===== src/include/microroc_defs.svh =====
`ifndef MICROROC_DEFS_SVH
`define MICROROC_DEFS_SVH

//////////////////////////////
// widths
//////////////////////////////
`define MICROROC_CTRL_W      16   // one usb control word
`define MICROROC_DAC_W       10   // triple dac threshold
`define MICROROC_CHN         64   // channels per asic
`define MICROROC_HEADER_W    8    // chip header

// bits per asic in one daisy-chain frame
`define MICROROC_SC_FRAME_W  102  // header + 3 dacs + ctest
`define MICROROC_RR_FRAME_W  64   // read register

//////////////////////////////
// timing, in Clk cycles
//////////////////////////////
`define MICROROC_SR_HALF     2    // half period of SR_CK
`define MICROROC_RSTB_CYCLES 8    // SR_RSTB low pulse

// start_acq pattern
`define MICROROC_ACQ_GAP     8    // low time between pulses
`define MICROROC_ACQ_TIME_RST 7   // acq_time after reset, pulse is acq_time+1 long

`endif


===== src/rtl/microroc_pkg.sv =====
package microroc_pkg;

`include "microroc_defs.svh"

    //////////////////////////////
    // usb control words
    //////////////////////////////
    typedef enum logic [3:0] {
        OP_CTEST     = 4'd1,  // ctest byte
        OP_READ_REG  = 4'd2,  // read register byte
        OP_MISC      = 4'd3,  // header, asic_num, acq_time
        OP_DAC       = 4'd4,  // one of the 10-bit thresholds
        OP_LOAD      = 4'd5,  // shift a frame into the chain
        OP_ACQ_START = 4'd6,
        OP_ACQ_STOP  = 4'd7
    } opcode_e;

    // same 16 bits, byte-register layout or dac layout
    typedef union packed {
        struct packed {
            opcode_e    opcode;
            logic [3:0] addr;
            logic [7:0] value;
        } reg_view;
        struct packed {
            opcode_e                   opcode;
            logic [`MICROROC_DAC_W-1:0] dac_value;
            logic [1:0]                dac_sel;   // 3 is unused
        } dac_view;
    } ctrl_word_u;

    // fwft fifo, dout valid while empty is low
    typedef struct packed {
        logic                        empty;
        logic [`MICROROC_CTRL_W-1:0] dout;
    } ctrl_fifo_t;

    typedef struct packed {
        logic [`MICROROC_HEADER_W-1:0] header;
        logic [`MICROROC_DAC_W-1:0]    dac2;
        logic [`MICROROC_DAC_W-1:0]    dac1;
        logic [`MICROROC_DAC_W-1:0]    dac0;
        logic [`MICROROC_CHN-1:0]      ctest;
        logic [`MICROROC_CHN-1:0]      read_reg;
        logic [2:0]                    asic_num;   // chain length minus one
        logic [7:0]                    acq_time;
    } sc_params_t;

    typedef struct packed {
        logic valid;
        logic sc_or_read;  // 1 = slow control, 0 = read register
    } load_req_t;

    // asic slow-control pins
    typedef struct packed {
        logic select;
        logic sr_rstb;
        logic sr_ck;
        logic sr_in;
    } sr_pins_t;

endpackage


===== src/rtl/acq_sequencer.sv =====
`timescale 1ns/1ps

`include "microroc_defs.svh"

module acq_sequencer (
    input  logic       Clk,
    input  logic       reset,
    input  logic       acq_start,
    input  logic       acq_stop,
    input  logic [7:0] acq_time,   // pulse is acq_time+1 cycles
    output logic       start_acq
);

    logic       run;        // run active
    logic       acq_phase;  // 1 = start_acq high part
    logic [7:0] cnt;        // cycles left in this phase, minus one

    //////////////////////////////
    // run / phase / counter
    //////////////////////////////
    always_ff @(posedge Clk) begin
        if (reset) begin
            run       <= 1'b0;
            acq_phase <= 1'b0;
            cnt       <= '0;
        end else if (acq_stop) begin
            run       <= 1'b0;   // drops on the next edge
            acq_phase <= 1'b0;
        end else if (!run) begin
            if (acq_start) begin
                run       <= 1'b1;
                acq_phase <= 1'b1;
                cnt       <= acq_time;  // sampled per pulse
            end
        end else if (cnt != 8'd0) begin
            cnt <= cnt - 8'd1;
        end else if (acq_phase) begin
            // end of pulse, go to gap
            acq_phase <= 1'b0;
            cnt       <= 8'(`MICROROC_ACQ_GAP - 1);
        end else begin
            // end of gap, next pulse with current acq_time
            acq_phase <= 1'b1;
            cnt       <= acq_time;
        end
    end

    // start while running just falls into the run branch, ignored
    assign start_acq = acq_phase;

endmodule


===== src/rtl/ctrl_word_receiver.sv =====
`timescale 1ns/1ps

module ctrl_word_receiver
    import microroc_pkg::*;
(
    input  logic       Clk,
    input  logic       reset,
    input  ctrl_fifo_t ctrl_fifo,
    input  logic       sr_busy,     // serializer shifting, hold the fifo
    output logic       ctrl_rd_en,
    output logic       wr_strobe,
    output ctrl_word_u wr_word,
    output load_req_t  load_req,
    output logic       acq_start,
    output logic       acq_stop
);

    ctrl_word_u word;
    logic       pop_hold;    // blocks the pop right after a load
    logic       is_write;
    logic       is_load;
    logic       load_valid;
    logic       load_sel;

    assign word = ctrl_fifo.dout;

    // fwft read, never while empty
    assign ctrl_rd_en = !ctrl_fifo.empty && !sr_busy && !pop_hold;

    //////////////////////////////
    // opcode decode
    //////////////////////////////
    assign is_write = word.reg_view.opcode inside {OP_CTEST, OP_READ_REG, OP_MISC, OP_DAC};
    assign is_load  = word.reg_view.opcode == OP_LOAD;

    // strobes, one cycle each
    always_ff @(posedge Clk) begin
        if (reset) begin
            wr_strobe  <= 1'b0;
            load_valid <= 1'b0;
            acq_start  <= 1'b0;
            acq_stop   <= 1'b0;
            pop_hold   <= 1'b1;  // nothing popped until out of reset
        end else begin
            wr_strobe  <= ctrl_rd_en && is_write;
            load_valid <= ctrl_rd_en && is_load;
            acq_start  <= ctrl_rd_en && (word.reg_view.opcode == OP_ACQ_START);
            acq_stop   <= ctrl_rd_en && (word.reg_view.opcode == OP_ACQ_STOP);
            pop_hold   <= ctrl_rd_en && is_load;  // sr_busy rises one edge later
        end
    end

    // payload of the popped word
    always_ff @(posedge Clk) begin
        if (ctrl_rd_en) begin
            wr_word  <= word;
            load_sel <= word.reg_view.value[0];
        end
    end

    assign load_req = '{valid: load_valid, sc_or_read: load_sel};

    // unknown opcodes fall through: popped, no strobe

endmodule


===== src/rtl/microroc_daq_top.sv =====
`timescale 1ns/1ps

module microroc_daq_top
    import microroc_pkg::*;
(
    input  logic       Clk,
    input  logic       reset,
    input  ctrl_fifo_t ctrl_fifo,    // usb control fifo, fwft
    output logic       ctrl_rd_en,
    output sr_pins_t   sr,           // SELECT, SR_RSTB, SR_CK, SR_IN
    output logic       start_acq,
    output logic       config_done
);

    logic       wr_strobe;
    ctrl_word_u wr_word;
    load_req_t  load_req;
    logic       acq_start;
    logic       acq_stop;
    sc_params_t params;
    logic       sr_busy;

    //////////////////////////////
    // input side
    //////////////////////////////
    ctrl_word_receiver u_ctrl_word_receiver (
        .Clk        (Clk),
        .reset      (reset),
        .ctrl_fifo  (ctrl_fifo),
        .sr_busy    (sr_busy),
        .ctrl_rd_en (ctrl_rd_en),
        .wr_strobe  (wr_strobe),
        .wr_word    (wr_word),
        .load_req   (load_req),
        .acq_start  (acq_start),
        .acq_stop   (acq_stop)
    );

    // parameter registers
    param_bank u_param_bank (
        .Clk       (Clk),
        .reset     (reset),
        .wr_strobe (wr_strobe),
        .wr_word   (wr_word),
        .params    (params)
    );

    acq_sequencer u_acq_sequencer (
        .Clk       (Clk),
        .reset     (reset),
        .acq_start (acq_start),
        .acq_stop  (acq_stop),
        .acq_time  (params.acq_time),
        .start_acq (start_acq)      // START_ACQ pin
    );

    //////////////////////////////
    // asic daisy chain
    //////////////////////////////
    sr_serializer u_sr_serializer (
        .Clk         (Clk),
        .reset       (reset),
        .load_req    (load_req),
        .params      (params),
        .sr          (sr),
        .sr_busy     (sr_busy),     // back-pressure to the receiver
        .config_done (config_done)
    );

endmodule


===== src/rtl/param_bank.sv =====
`timescale 1ns/1ps

`include "microroc_defs.svh"

module param_bank
    import microroc_pkg::*;
(
    input  logic       Clk,
    input  logic       reset,
    input  logic       wr_strobe,
    input  ctrl_word_u wr_word,
    output sc_params_t params
);

    logic [3:0] addr;
    logic [7:0] value;
    logic       byte_ok;    // addr 0..7 hits a byte of a 64-bit register
    logic [5:0] byte_lsb;   // lsb of the addressed byte

    assign addr     = wr_word.reg_view.addr;
    assign value    = wr_word.reg_view.value;
    assign byte_ok  = !addr[3];
    assign byte_lsb = {addr[2:0], 3'b000};

    //////////////////////////////
    // register writes
    //////////////////////////////
    always_ff @(posedge Clk) begin
        if (reset) begin
            params          <= '0;
            params.acq_time <= `MICROROC_ACQ_TIME_RST;
        end else if (wr_strobe) begin
            case (wr_word.reg_view.opcode)
                // byte 0 is bits 7..0
                OP_CTEST: begin
                    if (byte_ok) begin
                        params.ctest[byte_lsb +: 8] <= value;
                    end
                end
                OP_READ_REG: begin
                    if (byte_ok) begin
                        params.read_reg[byte_lsb +: 8] <= value;
                    end
                end
                OP_MISC: begin
                    case (addr)
                        4'd0:    params.header   <= value;
                        4'd1:    params.asic_num <= value[2:0];  // up to 8 chips
                        4'd2:    params.acq_time <= value;
                        default: ;                               // out of range
                    endcase
                end
                // dac view of the same word
                OP_DAC: begin
                    case (wr_word.dac_view.dac_sel)
                        2'd0:    params.dac0 <= wr_word.dac_view.dac_value;
                        2'd1:    params.dac1 <= wr_word.dac_view.dac_value;
                        2'd2:    params.dac2 <= wr_word.dac_view.dac_value;
                        default: ;  // sel 3 ignored
                    endcase
                end
                default: ;  // load and run control handled elsewhere
            endcase
        end
    end

    // frames are assembled in the serializer from these fields
    // header, dac2, dac1, dac0, ctest for slow control
    // read_reg alone for the read register

endmodule


===== src/rtl/sr_serializer.sv =====
`timescale 1ns/1ps

`include "microroc_defs.svh"

module sr_serializer
    import microroc_pkg::*;
(
    input  logic       Clk,
    input  logic       reset,
    input  load_req_t  load_req,
    input  sc_params_t params,
    output sr_pins_t   sr,
    output logic       sr_busy,
    output logic       config_done
);

    localparam int SC_W = `MICROROC_SC_FRAME_W;
    localparam int RR_W = `MICROROC_RR_FRAME_W;
    localparam int PH_N = 2 * `MICROROC_SR_HALF;   // Clk cycles per bit
    localparam int PH_W = $clog2(PH_N);

    typedef enum logic [1:0] {S_IDLE, S_RSTB, S_SHIFT, S_DONE} state_e;

    state_e          state;
    logic [SC_W-1:0] sc_frame;
    logic [SC_W-1:0] rr_frame;   // left aligned, tail unused
    logic [SC_W-1:0] frame_q;    // per-asic frame, reloaded at each chip
    logic [SC_W-1:0] sreg;       // msb is the next bit out
    logic [6:0]      bit_cnt;    // bits left after current, rstb wait in S_RSTB
    logic [6:0]      last_bit;
    logic [2:0]      asic_cnt;   // chips left after current
    logic [PH_W-1:0] ph;         // SR_CK phase within a bit
    logic            ph_last;
    logic            accept;
    logic            shift_bit;  // next bit from sreg
    logic            next_asic;  // restart from frame_q

    //////////////////////////////
    // frame assembly, msb first
    //////////////////////////////
    assign sc_frame = {params.header, params.dac2, params.dac1, params.dac0, params.ctest};
    assign rr_frame = {params.read_reg, {(SC_W - RR_W){1'b0}}};

    assign last_bit = sr.select ? 7'(SC_W - 1) : 7'(RR_W - 1);
    assign ph_last  = ph == PH_W'(PH_N - 1);

    assign accept    = load_req.valid && (state == S_IDLE || state == S_DONE);
    assign shift_bit = (state == S_RSTB && bit_cnt == 7'd0)
                    || (state == S_SHIFT && ph_last && bit_cnt != 7'd0);
    assign next_asic = state == S_SHIFT && ph_last && bit_cnt == 7'd0 && asic_cnt != 3'd0;

    // frame data
    always_ff @(posedge Clk) begin
        if (accept) begin
            frame_q <= load_req.sc_or_read ? sc_frame : rr_frame;
            sreg    <= load_req.sc_or_read ? sc_frame : rr_frame;
        end else if (shift_bit) begin
            sreg <= sreg << 1;
        end else if (next_asic) begin
            sreg <= frame_q << 1;   // first bit goes out now
        end
    end

    //////////////////////////////
    // fsm and pins
    //////////////////////////////
    always_ff @(posedge Clk) begin
        if (reset) begin
            state       <= S_IDLE;
            sr.select   <= 1'b0;
            sr.sr_rstb  <= 1'b1;
            sr.sr_ck    <= 1'b0;
            sr.sr_in    <= 1'b0;
            sr_busy     <= 1'b0;
            config_done <= 1'b0;
            bit_cnt     <= '0;
            asic_cnt    <= '0;
            ph          <= '0;
        end else begin
            case (state)
                S_IDLE, S_DONE: begin
                    config_done <= 1'b0;   // single cycle
                    state       <= S_IDLE;
                    if (accept) begin
                        state      <= S_RSTB;
                        sr_busy    <= 1'b1;
                        sr.select  <= load_req.sc_or_read;
                        sr.sr_rstb <= 1'b0;
                        bit_cnt    <= 7'(`MICROROC_RSTB_CYCLES - 1);
                        asic_cnt   <= params.asic_num;
                    end
                end
                S_RSTB: begin
                    if (bit_cnt != 7'd0) begin
                        bit_cnt <= bit_cnt - 7'd1;
                    end else begin
                        sr.sr_rstb <= 1'b1;
                        sr.sr_in   <= sreg[SC_W-1];  // first bit
                        bit_cnt    <= last_bit;
                        ph         <= '0;
                        state      <= S_SHIFT;
                    end
                end
                S_SHIFT: begin
                    if (!ph_last) begin
                        ph       <= ph + 1'b1;
                        sr.sr_ck <= (int'(ph) + 1 >= `MICROROC_SR_HALF);  // high in 2nd half
                    end else begin
                        ph       <= '0;
                        sr.sr_ck <= 1'b0;      // data changes with ck low
                        if (shift_bit) begin
                            bit_cnt  <= bit_cnt - 7'd1;
                            sr.sr_in <= sreg[SC_W-1];
                        end else if (next_asic) begin
                            asic_cnt <= asic_cnt - 3'd1;
                            bit_cnt  <= last_bit;
                            sr.sr_in <= frame_q[SC_W-1];
                        end else begin
                            // last bit of last chip done
                            sr.sr_in    <= 1'b0;
                            sr_busy     <= 1'b0;
                            config_done <= 1'b1;
                            state       <= S_DONE;
                        end
                    end
                end
                default: state <= S_IDLE;
            endcase
        end
    end

endmodule


===== config.mk =====
export PLATFORM = sky130hd
export DESIGN_NAME = microroc_daq_top
export DESIGN_NICKNAME = d
export VERILOG_FILES = /design/src/rtl/microroc_pkg.sv /design/src/rtl/acq_sequencer.sv /design/src/rtl/ctrl_word_receiver.sv /design/src/rtl/microroc_daq_top.sv /design/src/rtl/param_bank.sv /design/src/rtl/sr_serializer.sv
export VERILOG_INCLUDE_DIRS = /design/src /design/src/include
export SDC_FILE = /design/constraint.sdc
export NUM_CORES = 1
export LEC_CHECK = 0
export BUFFER_PORTS_ARGS = -buffer_cell sky130_fd_sc_hd__buf_2
export CORE_UTILIZATION = 30
export DETAILED_ROUTE_END_ITERATION = 7
export MAX_ROUTING_LAYER = met4
export PLACE_DENSITY_LB_ADDON = 0.2
export SLEW_MARGIN = 20
export SYNTH_ARGS = -nofsm -noshare
export SYNTH_HDL_FRONTEND = slang
export SYNTH_SLANG_ARGS = --single-unit

===== constraint.sdc =====
create_clock -name Clk -period 4.7 [get_ports Clk]
set_input_delay 0.705 -clock Clk [delete_from_list [all_inputs] [get_ports Clk]]
set_output_delay 0.705 -clock Clk [all_outputs]
set_load 0.02 [all_outputs]

After elaboration in Yosys (flattened, before gate mapping)
Cells that the tools add are included.

storage, ports and cells
  bits in registers = 433
  input port bits = 19

cells by class
  add/sub/neg operators = 6
  $lt $le $gt $ge = 1
  equal/unequal tests = 27
  shift-type cells = 2
  muxes and demuxes = 55
  bitwise logic cells = 2
  reductions and logical operators = 51

operators with widths
  cell                      count
  $mux W102                 4
  $bwmux W64                2
  $shift A8 B8 Y64 const A  1
  $shiftx A8 B8 Y64         1
  $mux W7                   6
  $reduce_and A3 Y1         11
  $ge A32 B3 Y1 const B     1
  $mux W8                   4
  $mux W1                   21
  $pmux W7 S3               1
  $eq A4 B2 Y1 const B      5
  $eq A4 B3 Y1 const B      5
  $eq A4 B1 Y1 const B      3
  $logic_and A1 B1 Y1       12
  $mux W2                   6
  $mux W3                   4
  $reduce_and A5 Y1         2
  $eq A2 B2 Y1 const B      4
  $ne A2 B2 Y1 const B      4
  $neg A6 Y8                1
  $pmux W1 S2               4
  $reduce_and A2 Y1         4
  $reduce_and A4 Y1         2
  $reduce_bool A2 Y1        4
  22 further kinds          32

Logic depth before layout (Yosys ltp)
  depth in word-level cells = 8
  depth in mapped cells = 9
  mapped depth without buffers = 8

Cells and area by module
Synthesis repeated with hierarchy kept, for this count alone.

unflattened totals
  cell total of the unflattened synthesis = 1583
  area total of the unflattened synthesis = 18576.6 µm²

by module, submodules not included
  module              times used  cells each  area each (µm²)  sequential area each (µm²)
  sr_serializer       1           816         10515.1          6526.3
  param_bank          1           649         6700.2           3543.4
  ctrl_word_receiver  1           39          718.2            580.6
  acq_sequencer       1           79          643.1            200.2

Worst setup path after synthesis
No wires, ideal clock.

  path kind = reg-to-reg
  start = reg u_sr_serializer.state[0]
  end = reg u_sr_serializer.frame_q[0], enable pin
  library setup time = 506 ps
  arrival time = 4172 ps
  data required time = 4194 ps
  setup slack = 22 ps
  stages on the path, launching flop included = 7
  period minus slack after synthesis = 4678 ps
  path through = dfxtp_1 > inv_1 > ha_1 > nand2_1 > inv_1 > clkbuf_1 > clkbuf_1

between the ends
  cells in the longest elaborated chain, start to end = 3
  elaborated cells between the ends (all ways) = 4
  classes of those cells = eq/ne: 1; reduce/logical: 3

ends and longest elaborated chain
  item                                              RTL line             RTL
  start, declared                                   sr_serializer.sv:24  state_e state;
  start signal, assigned                            sr_serializer.sv:69  state <= S_IDLE;
  start signal, assigned                            sr_serializer.sv:83  state <= S_IDLE;
  start signal, assigned                            sr_serializer.sv:85  state <= S_RSTB;
  $eq A2 B2 Y1 or $logic_not A2 Y1 (tied branches)  sr_serializer.sv:47  assign accept = load_req.valid && (state == S_IDLE || state == S_DONE);
  $logic_or A1 B1 Y1 *                              sr_serializer.sv:47
  $logic_and A1 B1 Y1 *                             sr_serializer.sv:47
  named net u_sr_serializer.accept                  sr_serializer.sv:34  logic accept;
  end signal, assigned                              sr_serializer.sv:55  frame_q <= load_req.sc_or_read ? sc_frame : rr_frame;
  end, declared                                     sr_serializer.sv:27  logic [SC_W-1:0] frame_q;

Mark *: on every way through the listed nets, which the timed path passes. The rest lies on a longest branch.
A chain may end at the register's enable or synchronous reset.

Final worst setup path
  start = reg u_ctrl_word_receiver.wr_word[8] in the netlist's numbering
  end = reg, netlist name u_param_bank.params[113]

between the ends
  cells in the longest elaborated chain, start to end = 3
  elaborated cells between the ends (all ways) = 4
  classes of those cells = add/sub: 1; shift: 2; mux: 1

ends and longest elaborated chain
  item                                                   RTL line                  RTL
  start, declared                                        ctrl_word_receiver.sv:12  output ctrl_word_u wr_word,
  start signal, assigned                                 ctrl_word_receiver.sv:56  wr_word <= word;
  $neg A6 Y8 *                                           param_bank.sv:37          params.ctest[byte_lsb +: 8] <= value;
  $shiftx A8 B8 Y64 or $shift A8 B8 Y64 (tied branches)  param_bank.sv:37
  $bwmux W64 *                                           param_bank.sv:37

Mark *: on every way between the ends. The rest lies on a longest branch, timed or not.

==> metrics.txt <==
Post-Syn Nets=1734; ys flop type=edfxtp_1; fin. max-slew vios=0; sequential share of the synthesized area=58.7%; die height=250 um; largest net degree at the start of global routing=167; first-pass GRT wire length=68700 um; initial DRC count=659; number of hold buffers added after CTS=0; count leader, synth=edfxtp_1; area added between synthesis and finish=12.9%; Critical Path RT=5.14 ns; CP Buf/Inv Count=2; WS Path Type=flip-flop to flip-flop; startpoint types=flip-flop; via count=12000; clock root buffer=clkbuf_16; Max Cap Viol=0; clk slew on worst S/H paths=0.06 ns; Post-DRT Antenna Nets=0; outcome=completed; fmax=308 MHz; worst hold path class=input port to flip-flop; die area=62700 um^2; RSZ-0062 raised after global routing=false; Die W=250 um; Core ar.=60600 um^2; Top delay family on crit path=simple AND/OR/NAND/NOR gates; worst-path maximum fanout=10; drt total wl=42900 um; crit path cell chain=inv_1 > ha_1 > ha_1 > nor2_1 > nor4bb_1 > buf_4 > nand2_1 > mux2i_1 > nor2_1; setup violators final=0; Register Area=10900 um^2; Inserted Clock Buffers=46; post-CTS setup buffers=0; Seq cells post-synth=432; Synth Area per Inst=10.9 um^2; Setup TNS=0 ns; CTS resizes=0; DR vias/cell=4.80; Final period util=69.0%; Lkg Pwr=7.21 nW; Site Rows=90; clock skew=0.0267 ns; unique cell type count in the Yosys netlist=65; Initial Util=30.5%; diodes inserted=0; Max clock buf depth=3; initial antenna violation count=0; Yosys Warn Count=0; Mapped Cells=1701; vias in the first global route=11900; filler instances=6060; Synth Cell Area=18500 um^2; # nets final=1721; GP Congestion=0.794; clk_lat worst skew=0.58 ns; min Tclk post-route=3.25 ns; H-tree depth=2; pwr dens=371 nW/um^2; aggregate global routing overflow=0; multi-input logic area=7120 um^2; critical path capture point type=flip-flop; Layout Utilization=34.5%; routed len/inst=17.1 um; Post-synth ARST share=0%; Post-synth EDFFs=220; Worst Max-Slew Pin Slew=0.933 ns; total track usage=14.3%; DRT Pass-1 Iters=5; CTS sink count=432; most frequent cells after synthesis=220 x edfxtp_1, 212 x dfxtp_1, 199 x nand2_1; CTS tree=built; DRC violations left=0; largest area contributor in the netlist=edfxtp_1; Final Hold Fails=0; DP Wirelength=26000 um; Worst path slowest cell=edfxtp_1; number of placed I/O pins=26; share of layout cells above drive strength 1=11.9%; worst vdd ir=286 uV; Max-Slew Margin vs Limit=37.5%; slowest cell delay on critical path=0.55 ns; top-area cell type share of the netlist area=35.7%; Data arrival, critical path=3.68 ns; Buffers on Ports=25; synth top area cells=edfxtp_1 36%, dfxtp_1 23%, mux2i_1 9.8%, a21oi_1 4.1%, nand2_1 4.0%
[layout by cell type (no fill, tap or decap), drive strengths merged, types with 22 or more instances in the layout]
cell    synthesis  final
dfxtp         212    212
o21ai          88     88
nand2         199    199
mux2           65     65
and2           57     57
clkbuf         82     67
buf            29     50
edfxtp        220    220
inv            22     22
nand3         108    108
nor2          152    152
a21oi         151    151
mux2i         182    182
[report_power, final]
| part | internal (W) | switching, W | leakage, nW |
|---|---|---|---|
| combinational | 0.0000538 | 0.000144 | 2.80 |
| clock | 0.00210 | 0.00148 | 0.714 |
| sequential | 0.00395 | 0.0000167 | 3.70 |
| total | 0.00610 | 0.00164 | 7.21 |
[registers in the layout, summed over array words and instances, names as in the netlist, 3 cells and up]
| register | count |
|---|---|
| u_acq_sequencer.cnt | 8 |
| u_ctrl_word_receiver.wr_word | 16 |
| u_param_bank.params | 177 |
| u_sr_serializer.asic_cnt | 3 |
| u_sr_serializer.bit_cnt | 7 |
| u_sr_serializer.frame_q | 102 |
| u_sr_serializer.sr | 4 |
| u_sr_serializer.sreg | 102 |
[logic make-up after synthesis]
logic type / Yosys count / share of synthesized area, %
multiplexers: 247 / 13.8
adder cells (fa/ha/maj): 14 / 0.947
flip-flops: 432 / 58.7
AND/OR/NAND/NOR: 597 / 15.3
XOR/XNOR: 4 / 0.189
AO/OA/AOI/OAI: 274 / 8.00
buffers and inverters: 133 / 3.06
[cell type report]
cell class | instances | area share, %
clock buffers | 67 | 6.09
clock inverters | 17 | 0.958
inverters | 22 | 0.431
multi-input cells | 1136 | 34.1
flip-flops and latches | 432 | 51.9
well taps | 782 | 4.68
repair buffers | 50 | 1.83
[stage by stage]
step	hold WS (ns)	cell area, um^2	power, W	setup WS, ns	std cells
after detailed placement	0.443	19400	0.00425	1.47	2422
after CTS	0.266	20900	0.00786	1.46	2506
after global placement	0.439	19400	0.00425	1.51	2422
after global routing	0.275	20900	0.00801	1.21	2506
final	0.302	20900	0.00774	1.45	2506
after floorplan	0.432	18500	0.00417	0.0224	1701
[layer usage]
| layer | wire length, um | GRT usage [%] | vias to the layer above |
|---|---|---|---|
| li1 | - | - | 6026 |
| met1 | 21300 | 19.4 | 5798 |
| met2 | 19500 | 22.1 | 151 |
| met3 | 1220 | 1.83 | 61 |
| met4 | 934 | 4.36 | 0 |
| met5 | 0 | - | - |
[worst paths after layout]
kind                              startpoint                              end  slack, ns  depth (start not counted)
min reg2reg          u_param_bank.params[88]          u_param_bank.params[88]       0.45                          2
min                             ctrl_fifo[4]  u_ctrl_word_receiver.wr_word[4]       0.30                          1
max          u_ctrl_word_receiver.wr_word[8]         u_param_bank.params[113]       1.45                          9
max reg2reg  u_ctrl_word_receiver.wr_word[8]         u_param_bank.params[113]       1.45                          9
No activity file was read; power rests on OpenSTA's default activity.
